===== src/hdl/panel_pkg.sv =====
//============================================================
// Control panel package
// Loader and panel widths, button structs, game numbers
//============================================================

`default_nettype none

package panel_pkg;

	//============================================================
	// Bus widths
	//============================================================
	typedef logic [24:0] load_addr_t;   // Loader byte address
	typedef logic [7:0]  load_index_t;  // Loader target index
	typedef logic [7:0]  byte_t;        // Data byte, DIP bank, row byte
	typedef logic [7:0]  col_sel_t;     // One-hot column strobe
	typedef logic [15:0] joy_t;         // Host joystick word

	// Joystick word bit positions
	localparam int JOY_RIGHT  = 0;
	localparam int JOY_LEFT   = 1;
	localparam int JOY_DOWN   = 2;
	localparam int JOY_UP     = 3;
	localparam int JOY_FIRE   = 4;
	localparam int JOY_START1 = 6;
	localparam int JOY_START2 = 7;
	localparam int JOY_COIN   = 8;

	//============================================================
	// Button groups
	//============================================================
	typedef struct packed {
		logic       toggle;   // Flips once per key event
		logic       pressed;  // Make or break
		logic [8:0] code;     // Bit 8 marks E0 extended codes
	} ps2_key_t;

	typedef struct packed {
		logic up;
		logic down;
		logic left;
		logic right;
		logic fire;
	} player_btn_t;

	typedef struct packed {
		logic start1;
		logic start2;
		logic coin;
	} system_btn_t;

	// One-hot, all zero when no known game loaded
	typedef struct packed {
		logic spacezap;
		logic gorf;
		logic robby;
	} game_flags_t;

	//============================================================
	// Loader and game constants
	//============================================================
	localparam load_index_t INDEX_GAME = 8'd1;    // Game number write
	localparam load_index_t INDEX_DIP  = 8'd254;  // DIP bank write

	localparam byte_t GAME_SPACEZAP = 8'd3;
	localparam byte_t GAME_GORF     = 8'd4;
	localparam byte_t GAME_ROBBY    = 8'd6;

	localparam byte_t ROW_IDLE = 8'hFF;  // Nothing pressed, switches open

endpackage

`default_nettype wire


===== src/hdl/control_panel.sv =====
//============================================================
// Control panel top level
// Game configuration, PS/2 decoding and the switch matrix
// read by the CPU column strobe
//============================================================

`timescale 1ns/1ns
`default_nettype none

module control_panel #(
	parameter int DIP_BANK_FIRST = 2  // Loader address of DIP bank pair
) (
	input  wire                     clk_sys,
	input  wire                     reset,

	// Loader bus
	input  wire                     load_wr,
	input  panel_pkg::load_index_t  load_index,
	input  panel_pkg::load_addr_t   load_addr,
	input  panel_pkg::byte_t        load_data,

	// Player inputs
	input  panel_pkg::ps2_key_t     ps2_key,
	input  panel_pkg::joy_t         joy_p1,
	input  panel_pkg::joy_t         joy_p2,
	input  wire                     speech_busy,

	// CPU side
	input  panel_pkg::col_sel_t     col_select,
	output panel_pkg::byte_t        row_data
);

	import panel_pkg::*;

	game_flags_t game_flags;
	byte_t       dip_a;      // Bank 2 by default
	byte_t       dip_b;      // Bank 3 by default
	player_btn_t key_p1;
	player_btn_t key_p2;
	system_btn_t key_sys;

	//============================================================
	// Game configuration
	//============================================================
	game_config #(
		.DIP_BANK_FIRST (DIP_BANK_FIRST)
	) config0 (
		.clk_sys    (clk_sys),
		.reset      (reset),
		.load_wr    (load_wr),
		.load_index (load_index),
		.load_addr  (load_addr),
		.load_data  (load_data),
		.game_flags (game_flags),
		.dip_a      (dip_a),
		.dip_b      (dip_b)
	);

	// Keyboard
	key_decoder keys0 (
		.clk_sys (clk_sys),
		.reset   (reset),
		.ps2_key (ps2_key),
		.key_p1  (key_p1),
		.key_p2  (key_p2),
		.key_sys (key_sys)
	);

	// Input matrix, combinational
	switch_matrix matrix0 (
		.game_flags  (game_flags),
		.dip_a       (dip_a),
		.dip_b       (dip_b),
		.key_p1      (key_p1),
		.key_p2      (key_p2),
		.key_sys     (key_sys),
		.joy_p1      (joy_p1),
		.joy_p2      (joy_p2),
		.speech_busy (speech_busy),
		.col_select  (col_select),
		.row_data    (row_data)
	);

endmodule

`default_nettype wire


===== src/hdl/game_config.sv =====
//============================================================
// Game configuration
// Captures game number and two DIP banks from loader writes,
// registers the one-hot game flags
//============================================================

`timescale 1ns/1ns
`default_nettype none

module game_config #(
	parameter int DIP_BANK_FIRST = 2  // Loader address of first kept bank
) (
	input  wire                     clk_sys,
	input  wire                     reset,
	input  wire                     load_wr,     // Single-cycle strobe
	input  panel_pkg::load_index_t  load_index,
	input  panel_pkg::load_addr_t   load_addr,
	input  panel_pkg::byte_t        load_data,
	output panel_pkg::game_flags_t  game_flags,
	output panel_pkg::byte_t        dip_a,       // First kept bank
	output panel_pkg::byte_t        dip_b        // Second kept bank
);

	import panel_pkg::*;

	// Addresses of the kept DIP pair
	localparam load_addr_t DIP_ADDR_A = load_addr_t'(DIP_BANK_FIRST);
	localparam load_addr_t DIP_ADDR_B = load_addr_t'(DIP_BANK_FIRST + 1);

	byte_t game_num;     // Last game number written
	logic  game_wr;
	logic  dip_wr;

	assign game_wr = load_wr && (load_index == INDEX_GAME);
	assign dip_wr  = load_wr && (load_index == INDEX_DIP);

	//============================================================
	// Game number and flag decode
	//============================================================
	always_ff @(posedge clk_sys or posedge reset) begin
		if (reset) begin
			game_num <= '0;
		end else if (game_wr) begin
			game_num <= load_data;
		end
	end

	// Decode one cycle behind the number itself
	always_ff @(posedge clk_sys or posedge reset) begin
		if (reset) begin
			game_flags <= '0;
		end else begin
			game_flags.spacezap <= (game_num == GAME_SPACEZAP);
			game_flags.gorf     <= (game_num == GAME_GORF);
			game_flags.robby    <= (game_num == GAME_ROBBY);
		end
	end

	//============================================================
	// DIP banks
	//============================================================
	always_ff @(posedge clk_sys or posedge reset) begin
		if (reset) begin
			dip_a <= '0;
			dip_b <= '0;
		end else if (dip_wr) begin
			if (load_addr == DIP_ADDR_A)
				dip_a <= load_data;
			if (load_addr == DIP_ADDR_B)
				dip_b <= load_data;
			// Any other bank address dropped
		end
	end

endmodule

`default_nettype wire


===== src/hdl/key_decoder.sv =====
//============================================================
// PS/2 key decoder
// Turns key events into latched button states for
// both players and the system buttons
//============================================================

`timescale 1ns/1ns
`default_nettype none

module key_decoder (
	input  wire                     clk_sys,
	input  wire                     reset,
	input  panel_pkg::ps2_key_t     ps2_key,
	output panel_pkg::player_btn_t  key_p1,
	output panel_pkg::player_btn_t  key_p2,
	output panel_pkg::system_btn_t  key_sys
);

	import panel_pkg::*;

	// Player 1 arrows, extended bit ignored
	localparam logic [7:0] SC_UP    = 8'h75;
	localparam logic [7:0] SC_DOWN  = 8'h72;
	localparam logic [7:0] SC_LEFT  = 8'h6B;
	localparam logic [7:0] SC_RIGHT = 8'h74;
	localparam logic [7:0] SC_CTRL  = 8'h14;  // P1 fire

	// Player 2 letter keys
	localparam logic [7:0] SC_R = 8'h2D;
	localparam logic [7:0] SC_F = 8'h2B;
	localparam logic [7:0] SC_D = 8'h23;
	localparam logic [7:0] SC_G = 8'h34;
	localparam logic [7:0] SC_A = 8'h1C;

	// Start and coin, function key or number key
	localparam logic [7:0] SC_F1 = 8'h05;
	localparam logic [7:0] SC_F2 = 8'h06;
	localparam logic [7:0] SC_F3 = 8'h04;
	localparam logic [7:0] SC_1  = 8'h16;
	localparam logic [7:0] SC_2  = 8'h1E;
	localparam logic [7:0] SC_5  = 8'h2E;

	logic       toggle_q;   // Toggle seen last cycle
	logic       key_event;
	logic       extended;
	logic [7:0] scan;

	// One register per system key
	logic start1_fkey, start1_num;
	logic start2_fkey, start2_num;
	logic coin_fkey, coin_num;

	assign key_event = (ps2_key.toggle != toggle_q);
	assign extended  = ps2_key.code[8];
	assign scan      = ps2_key.code[7:0];

	always_ff @(posedge clk_sys or posedge reset) begin
		if (reset) begin
			toggle_q    <= 1'b0;
			key_p1      <= '0;
			key_p2      <= '0;
			start1_fkey <= 1'b0;
			start1_num  <= 1'b0;
			start2_fkey <= 1'b0;
			start2_num  <= 1'b0;
			coin_fkey   <= 1'b0;
			coin_num    <= 1'b0;
		end else begin
			toggle_q <= ps2_key.toggle;
			if (key_event) begin
				case (scan)
					SC_UP:    key_p1.up    <= ps2_key.pressed;
					SC_DOWN:  key_p1.down  <= ps2_key.pressed;
					SC_LEFT:  key_p1.left  <= ps2_key.pressed;
					SC_RIGHT: key_p1.right <= ps2_key.pressed;
					default: ;
				endcase
				// Everything else only as a plain code
				if (!extended) begin
					case (scan)
						SC_CTRL: key_p1.fire  <= ps2_key.pressed;
						SC_R:    key_p2.up    <= ps2_key.pressed;
						SC_F:    key_p2.down  <= ps2_key.pressed;
						SC_D:    key_p2.left  <= ps2_key.pressed;
						SC_G:    key_p2.right <= ps2_key.pressed;
						SC_A:    key_p2.fire  <= ps2_key.pressed;
						SC_F1:   start1_fkey  <= ps2_key.pressed;
						SC_1:    start1_num   <= ps2_key.pressed;
						SC_F2:   start2_fkey  <= ps2_key.pressed;
						SC_2:    start2_num   <= ps2_key.pressed;
						SC_F3:   coin_fkey    <= ps2_key.pressed;
						SC_5:    coin_num     <= ps2_key.pressed;
						default: ;  // Unmapped, no change
					endcase
				end
			end
		end
	end

	// Either key of a pair counts
	assign key_sys.start1 = start1_fkey | start1_num;
	assign key_sys.start2 = start2_fkey | start2_num;
	assign key_sys.coin   = coin_fkey | coin_num;

endmodule

`default_nettype wire


===== src/hdl/switch_matrix.sv =====
//============================================================
// Switch matrix
// Merges keyboard and joystick, answers the CPU column
// strobe with the row byte of the selected game
//============================================================

`timescale 1ns/1ns
`default_nettype none

module switch_matrix (
	input  panel_pkg::game_flags_t  game_flags,
	input  panel_pkg::byte_t        dip_a,
	input  panel_pkg::byte_t        dip_b,
	input  panel_pkg::player_btn_t  key_p1,
	input  panel_pkg::player_btn_t  key_p2,
	input  panel_pkg::system_btn_t  key_sys,
	input  panel_pkg::joy_t         joy_p1,
	input  panel_pkg::joy_t         joy_p2,
	input  wire                     speech_busy,  // Gorf speech chip busy
	input  panel_pkg::col_sel_t     col_select,
	output panel_pkg::byte_t        row_data
);

	import panel_pkg::*;

	localparam col_sel_t COL_1 = 8'h01;
	localparam col_sel_t COL_2 = 8'h02;
	localparam col_sel_t COL_4 = 8'h04;
	localparam col_sel_t COL_8 = 8'h08;

	player_btn_t p1;
	player_btn_t p2;
	system_btn_t sys;

	byte_t sz_col1, sz_col2, sz_col4;
	byte_t gf_col1, gf_col2, gf_col4;
	byte_t rr_col1, rr_col2, rr_col4;

	// Active-low direction nibble, right left down up
	function automatic logic [3:0] dir_low(input player_btn_t b);
		return {~b.right, ~b.left, ~b.down, ~b.up};
	endfunction

	// Merged player buttons in one function
	function automatic player_btn_t merge_player(input player_btn_t k, input joy_t j);
		player_btn_t m;
		m.up    = k.up    | j[JOY_UP];
		m.down  = k.down  | j[JOY_DOWN];
		m.left  = k.left  | j[JOY_LEFT];
		m.right = k.right | j[JOY_RIGHT];
		m.fire  = k.fire  | j[JOY_FIRE];
		return m;
	endfunction

	//============================================================
	// Keyboard OR joystick
	//============================================================
	assign p1 = merge_player(key_p1, joy_p1);
	assign p2 = merge_player(key_p2, joy_p2);

	// System buttons only on the first joystick
	assign sys.start1 = key_sys.start1 | joy_p1[JOY_START1];
	assign sys.start2 = key_sys.start2 | joy_p1[JOY_START2];
	assign sys.coin   = key_sys.coin   | joy_p1[JOY_COIN];

	//============================================================
	// Per-game rows, bit 7 first
	//============================================================
	// Space Zap
	assign sz_col1 = {2'b11, ~sys.start2, ~sys.start1, dip_a[1], 1'b1, ~sys.coin, 1'b1};
	assign sz_col2 = {3'b111, ~p2.fire, dir_low(p2)};
	assign sz_col4 = {2'b11, dip_a[0], ~p1.fire, dir_low(p1)};

	// Gorf, speech busy on top of P1 column
	assign gf_col1 = {dip_a[2], dip_a[0], ~sys.start2, ~sys.start1, 1'b1, dip_a[1],
		~sys.coin, 1'b1};
	assign gf_col2 = {3'b001, ~p2.fire, dir_low(p2)};
	assign gf_col4 = {speech_busy, 2'b01, ~p1.fire, dir_low(p1)};

	// Robby Roto, fire sits above a fixed one
	assign rr_col1 = {1'b0, ~sys.start2, ~sys.start1, 1'b1, dip_a[1], 1'b1, ~sys.coin, 1'b1};
	assign rr_col2 = {2'b11, ~p2.fire, 1'b1, dir_low(p2)};
	assign rr_col4 = {2'b11, ~p1.fire, 1'b1, dir_low(p1)};

	//============================================================
	// Column select
	//============================================================
	always_comb begin
		row_data = ROW_IDLE;  // Unknown column or no game
		case (col_select)
			COL_1: begin
				if (game_flags.spacezap)   row_data = sz_col1;
				else if (game_flags.gorf)  row_data = gf_col1;
				else if (game_flags.robby) row_data = rr_col1;
			end
			COL_2: begin
				if (game_flags.spacezap)   row_data = sz_col2;
				else if (game_flags.gorf)  row_data = gf_col2;
				else if (game_flags.robby) row_data = rr_col2;
			end
			COL_4: begin
				if (game_flags.spacezap)   row_data = sz_col4;
				else if (game_flags.gorf)  row_data = gf_col4;
				else if (game_flags.robby) row_data = rr_col4;
			end
			COL_8:   row_data = dip_b;  // Same for every game
			default: row_data = ROW_IDLE;
		endcase
	end

endmodule

`default_nettype wire


===== config.mk =====
export PLATFORM = sky130hd
export DESIGN_NAME = control_panel
export DESIGN_NICKNAME = d
export VERILOG_FILES = /design/src/hdl/panel_pkg.sv /design/src/hdl/control_panel.sv /design/src/hdl/game_config.sv /design/src/hdl/key_decoder.sv /design/src/hdl/switch_matrix.sv
export SDC_FILE = /design/constraint.sdc
export NUM_CORES = 1
export LEC_CHECK = 0
export BUFFER_PORTS_ARGS = -buffer_cell sky130_fd_sc_hd__buf_2
export CORE_MARGIN = 1.5
export CORE_UTILIZATION = 40
export CTS_BUF_LIST = sky130_fd_sc_hd__clkbuf_8
export DETAILED_ROUTE_END_ITERATION = 8
export GPL_ROUTABILITY_DRIVEN = 0
export PLACE_DENSITY = 0.7
export SLEW_MARGIN = 20
export SYNTH_ARGS = -nofsm -noshare
export SYNTH_HDL_FRONTEND = slang
export SYNTH_SLANG_ARGS = --single-unit

===== constraint.sdc =====
create_clock -name clk_sys -period 4.29 [get_ports clk_sys]
set_clock_uncertainty 0.1 [all_clocks]
set_input_delay 0.429 -clock clk_sys [delete_from_list [all_inputs] [get_ports clk_sys]]
set_output_delay 0.429 -clock clk_sys [all_outputs]
set_load 0.02 [all_outputs]

==> results.md <==
- Least-Margin Pin Slew: 826 ps
- Setup slack after layout: 1510 ps
- Height of the die: 79.0 um
- # IOs: 104
- FF-to-FF End: keys0.start1_fkey$_DFFE_PP0P_
- Main synth FF type: dfrtp_1
- Final nets: 408
- Synth Cell Area: 0.00231 mm^2
- Post-DR wirelength/cell: 14.9 um
- Max Cap Violations: 0
- Vias in the first global route: 2040
- CTS buffer count: 5
- Post-CTS Hold Buffers: 0
- Worst r2r src: keys0.toggle_q$_DFF_PP0_
- Post-synth EDFFs: 0
- Clk slew on worst S/H paths: 70 ps
- Arr. time, crit path: 2250 ps
- Chip Width: 79.0 um
- TritonCTS clock tree: built
- Maximum vdd drop: 0.000194 V
- Synth Net Count: 324
- Synth async-reset ratio: 1.00
- Initial antenna violation count: 0
- Drt pass-1 iters: 6
- # setup viols final: 0
- Maximum buffer depth of the clock tree: 2
- Top post-synthesis cells by area: dfrtp_1 42%, mux2_2 17%, nor2_1 4.2%
- Post-synth cell types: 48
- Worst reg-to-reg setup slack: 2250 ps
- Number of cell rows: 27
- Clk_lat worst skew: 290 ps
- Largest net degree at the start of global routing: 40
- Fin Setup TNS: 0 ps
- Max Fclk: 360 MHz
- Share of post-route cells with drive strength above 1: 0.425
- Postcts setup bufs: 0
- Met3 WL post-DR: 313 um
- Yosys top cell by area: dfrtp_1
- Met1 wire length: 2.59 mm
- PwrDens: 263 mW/mm^2
- Layout area overhead: 25.3%
- Share of the synthesized area in the top cell type: 0.422
- Post-route ant nets: 0
- First-iteration detailed-routing DRC count: 157
- Wirelength, routed: 5.75 mm
- Vias per inst: 5.54
- H-tree depth: 2
- Crit Path Category: register to output port
- Seq/Total Area, Yosys: 0.422
- CTS Sinks: 39
- Total GRT Usage: 0.196
- Crit start category: register
- Die area: 0.00625 mm^2
- Post-DP HPWL: 4.52 mm
- Yosys reg bits: 39
- Filler cells: 535
- Unrepaired setup endpoints after global routing: no
- Tmin final: 2780 ps
- Clock Tree Root: clkbuf_8
- CP Max Fanout: 10
- PortBufs: 84
- Worst Path Required: 3760 ps
- Post-cts sizing count: 0
- Met2 routed WL: 2.76 mm
- Grt total ovfl: 0
- Ant. Diodes: 0
- Relative slew slack: 0.445
- Mean Syn Cell Area: 10.1 um^2
- Total power: 761 uW
- Drt drc: 0
- Tightest Hold Check Type: primary input to async pin
- Place WS: 1760 ps
- Final core occ: 0.523
- Top Metal Used: met4
- Total core area: 0.00554 mm^2
- Starting density of the core: 0.417
- Gate Count Post-Synth: 228
- Lkg Pwr: 0.00134 uW
- Status: finished, final reports clean
- Pins Over Slew Limit: 0
- Hold violation count in the final report: 0
- Crit. End Element: output port
- Syn. warnings: 0
- Vias: 2132
- Final critical-path share of the clock period: 0.648
- Reg2Reg Depth: 4
- First-pass GRT wire length: 9.49 mm
[synth_stat cells (2+ instances only)]
cell type / count
dfrtp_1: 39
mux2_2: 35
nor2_1: 26
o21ai_0: 11
nand2_1: 10
nor4_1: 9
nor3_1: 8
o211ai_1: 8
clkbuf_1: 6
nand2b_1: 6
nand3_1: 6
nor2b_1: 6
nor4b_1: 6
nor3b_1: 5
or4_1: 5
a21oi_1: 3
inv_1: 3
nand4_1: 3
a221oi_1: 2
buf_2: 2
o21bai_1: 2
[worst max-delay path by stage]
stage	start	endpoint	slack (ps)	cells after the start
6_report	config0.game_flags[1]$_DFF_PP0_	row_data[2]	1510	5
5_1_grt	config0.game_flags[1]$_DFF_PP0_	row_data[2]	1310	5
4_1_cts	config0.game_flags[1]$_DFF_PP0_	row_data[2]	1500	5
2_1_floorplan	config0.game_flags[1]$_DFF_PP0_	row_data[0]	1770	4
3_3_place_gp	col_select[1]	row_data[4]	1780	6
3_5_place_dp	col_select[3]	row_data[7]	1760	6
[sequential cells by signal (all words and copies together), names as in the netlist, 3 cells and up]
register / flops
config0.game_flags: 3
keys0.key_p2: 5
config0.dip_a: 3
config0.game_num: 8
keys0.key_p1: 5
config0.dip_b: 8
[final cells by class]
cell class / instances / area, um^2 / area share
well taps: 72 / 90.1 / 0.0311
clock inverters: 1 / 3.75 / 0.00130
repair buffers: 85 / 428 / 0.148
inverters: 3 / 11.3 / 0.00389
clock buffers: 7 / 96.3 / 0.0332
multi-input cells: 178 / 1290 / 0.446
flip-flops and latches: 39 / 976 / 0.337
[cell usage in the layout, fill, tap and decap left out, types with 2 or more instances in the layout]
master and instances:
o21bai_1 2, nand2b_1 6, dfrtp_1 39, a21oi_1 3, nor3b_1 5, nor3_1 8, nor2_1 26, inv_1 4
o211ai_1 8, buf_2 84, nand4_1 3, nor2b_1 6, clkbuf_8 7, o21ai_0 11, nor4b_1 6, or4_1 5
mux2_2 35, nand3_1 6, a221oi_1 2, nand2_1 10, nor4_1 9
[critical path, stage by stage, from the launching register on]
cell and delay (ps):
dfrtp_1 490, nor3_1 720, o21bai_1 220, a22oi_1 80, o211ai_1 240, buf_2 200
[where the power goes]
part / leakage (uW) / switching (uW) / internal, uW
Combinational: 0.000741 / 57.5 / 52.1
Sequential: 0.000539 / 6.53 / 377
Clock: 0.0000557 / 124 / 144
[cells by family (layout without fill, tap and decap cells)]
family,Yosys count,count (layout),share of synthesized area
buffers and inverters,11,96,0.0189
multiplexers,35,35,0.170
AND/OR/NAND/NOR,100,100,0.255
XOR/XNOR,2,2,0.00758
AO/OA/AOI/OAI,41,41,0.126
flip-flops,39,39,0.422
[metrics by stage]
step | hold slack [ps] | std cells | area [um^2]
floorplan | 324 | 228 | 2310
global placement | 346 | 377 | 2800
detailed placement | 342 | 377 | 2800
CTS | 148 | 385 | 2900
global route | 154 | 385 | 2900
finish | 135 | 385 | 2900
[routing by layer]
layer	vias to the layer above	track usage
met1	1014	0.264
met4	0	0.0649
li1	1041	-
met2	68	0.317
met3	9	0.0379
met5	-	0
Power figures use the tool's default switching activity.
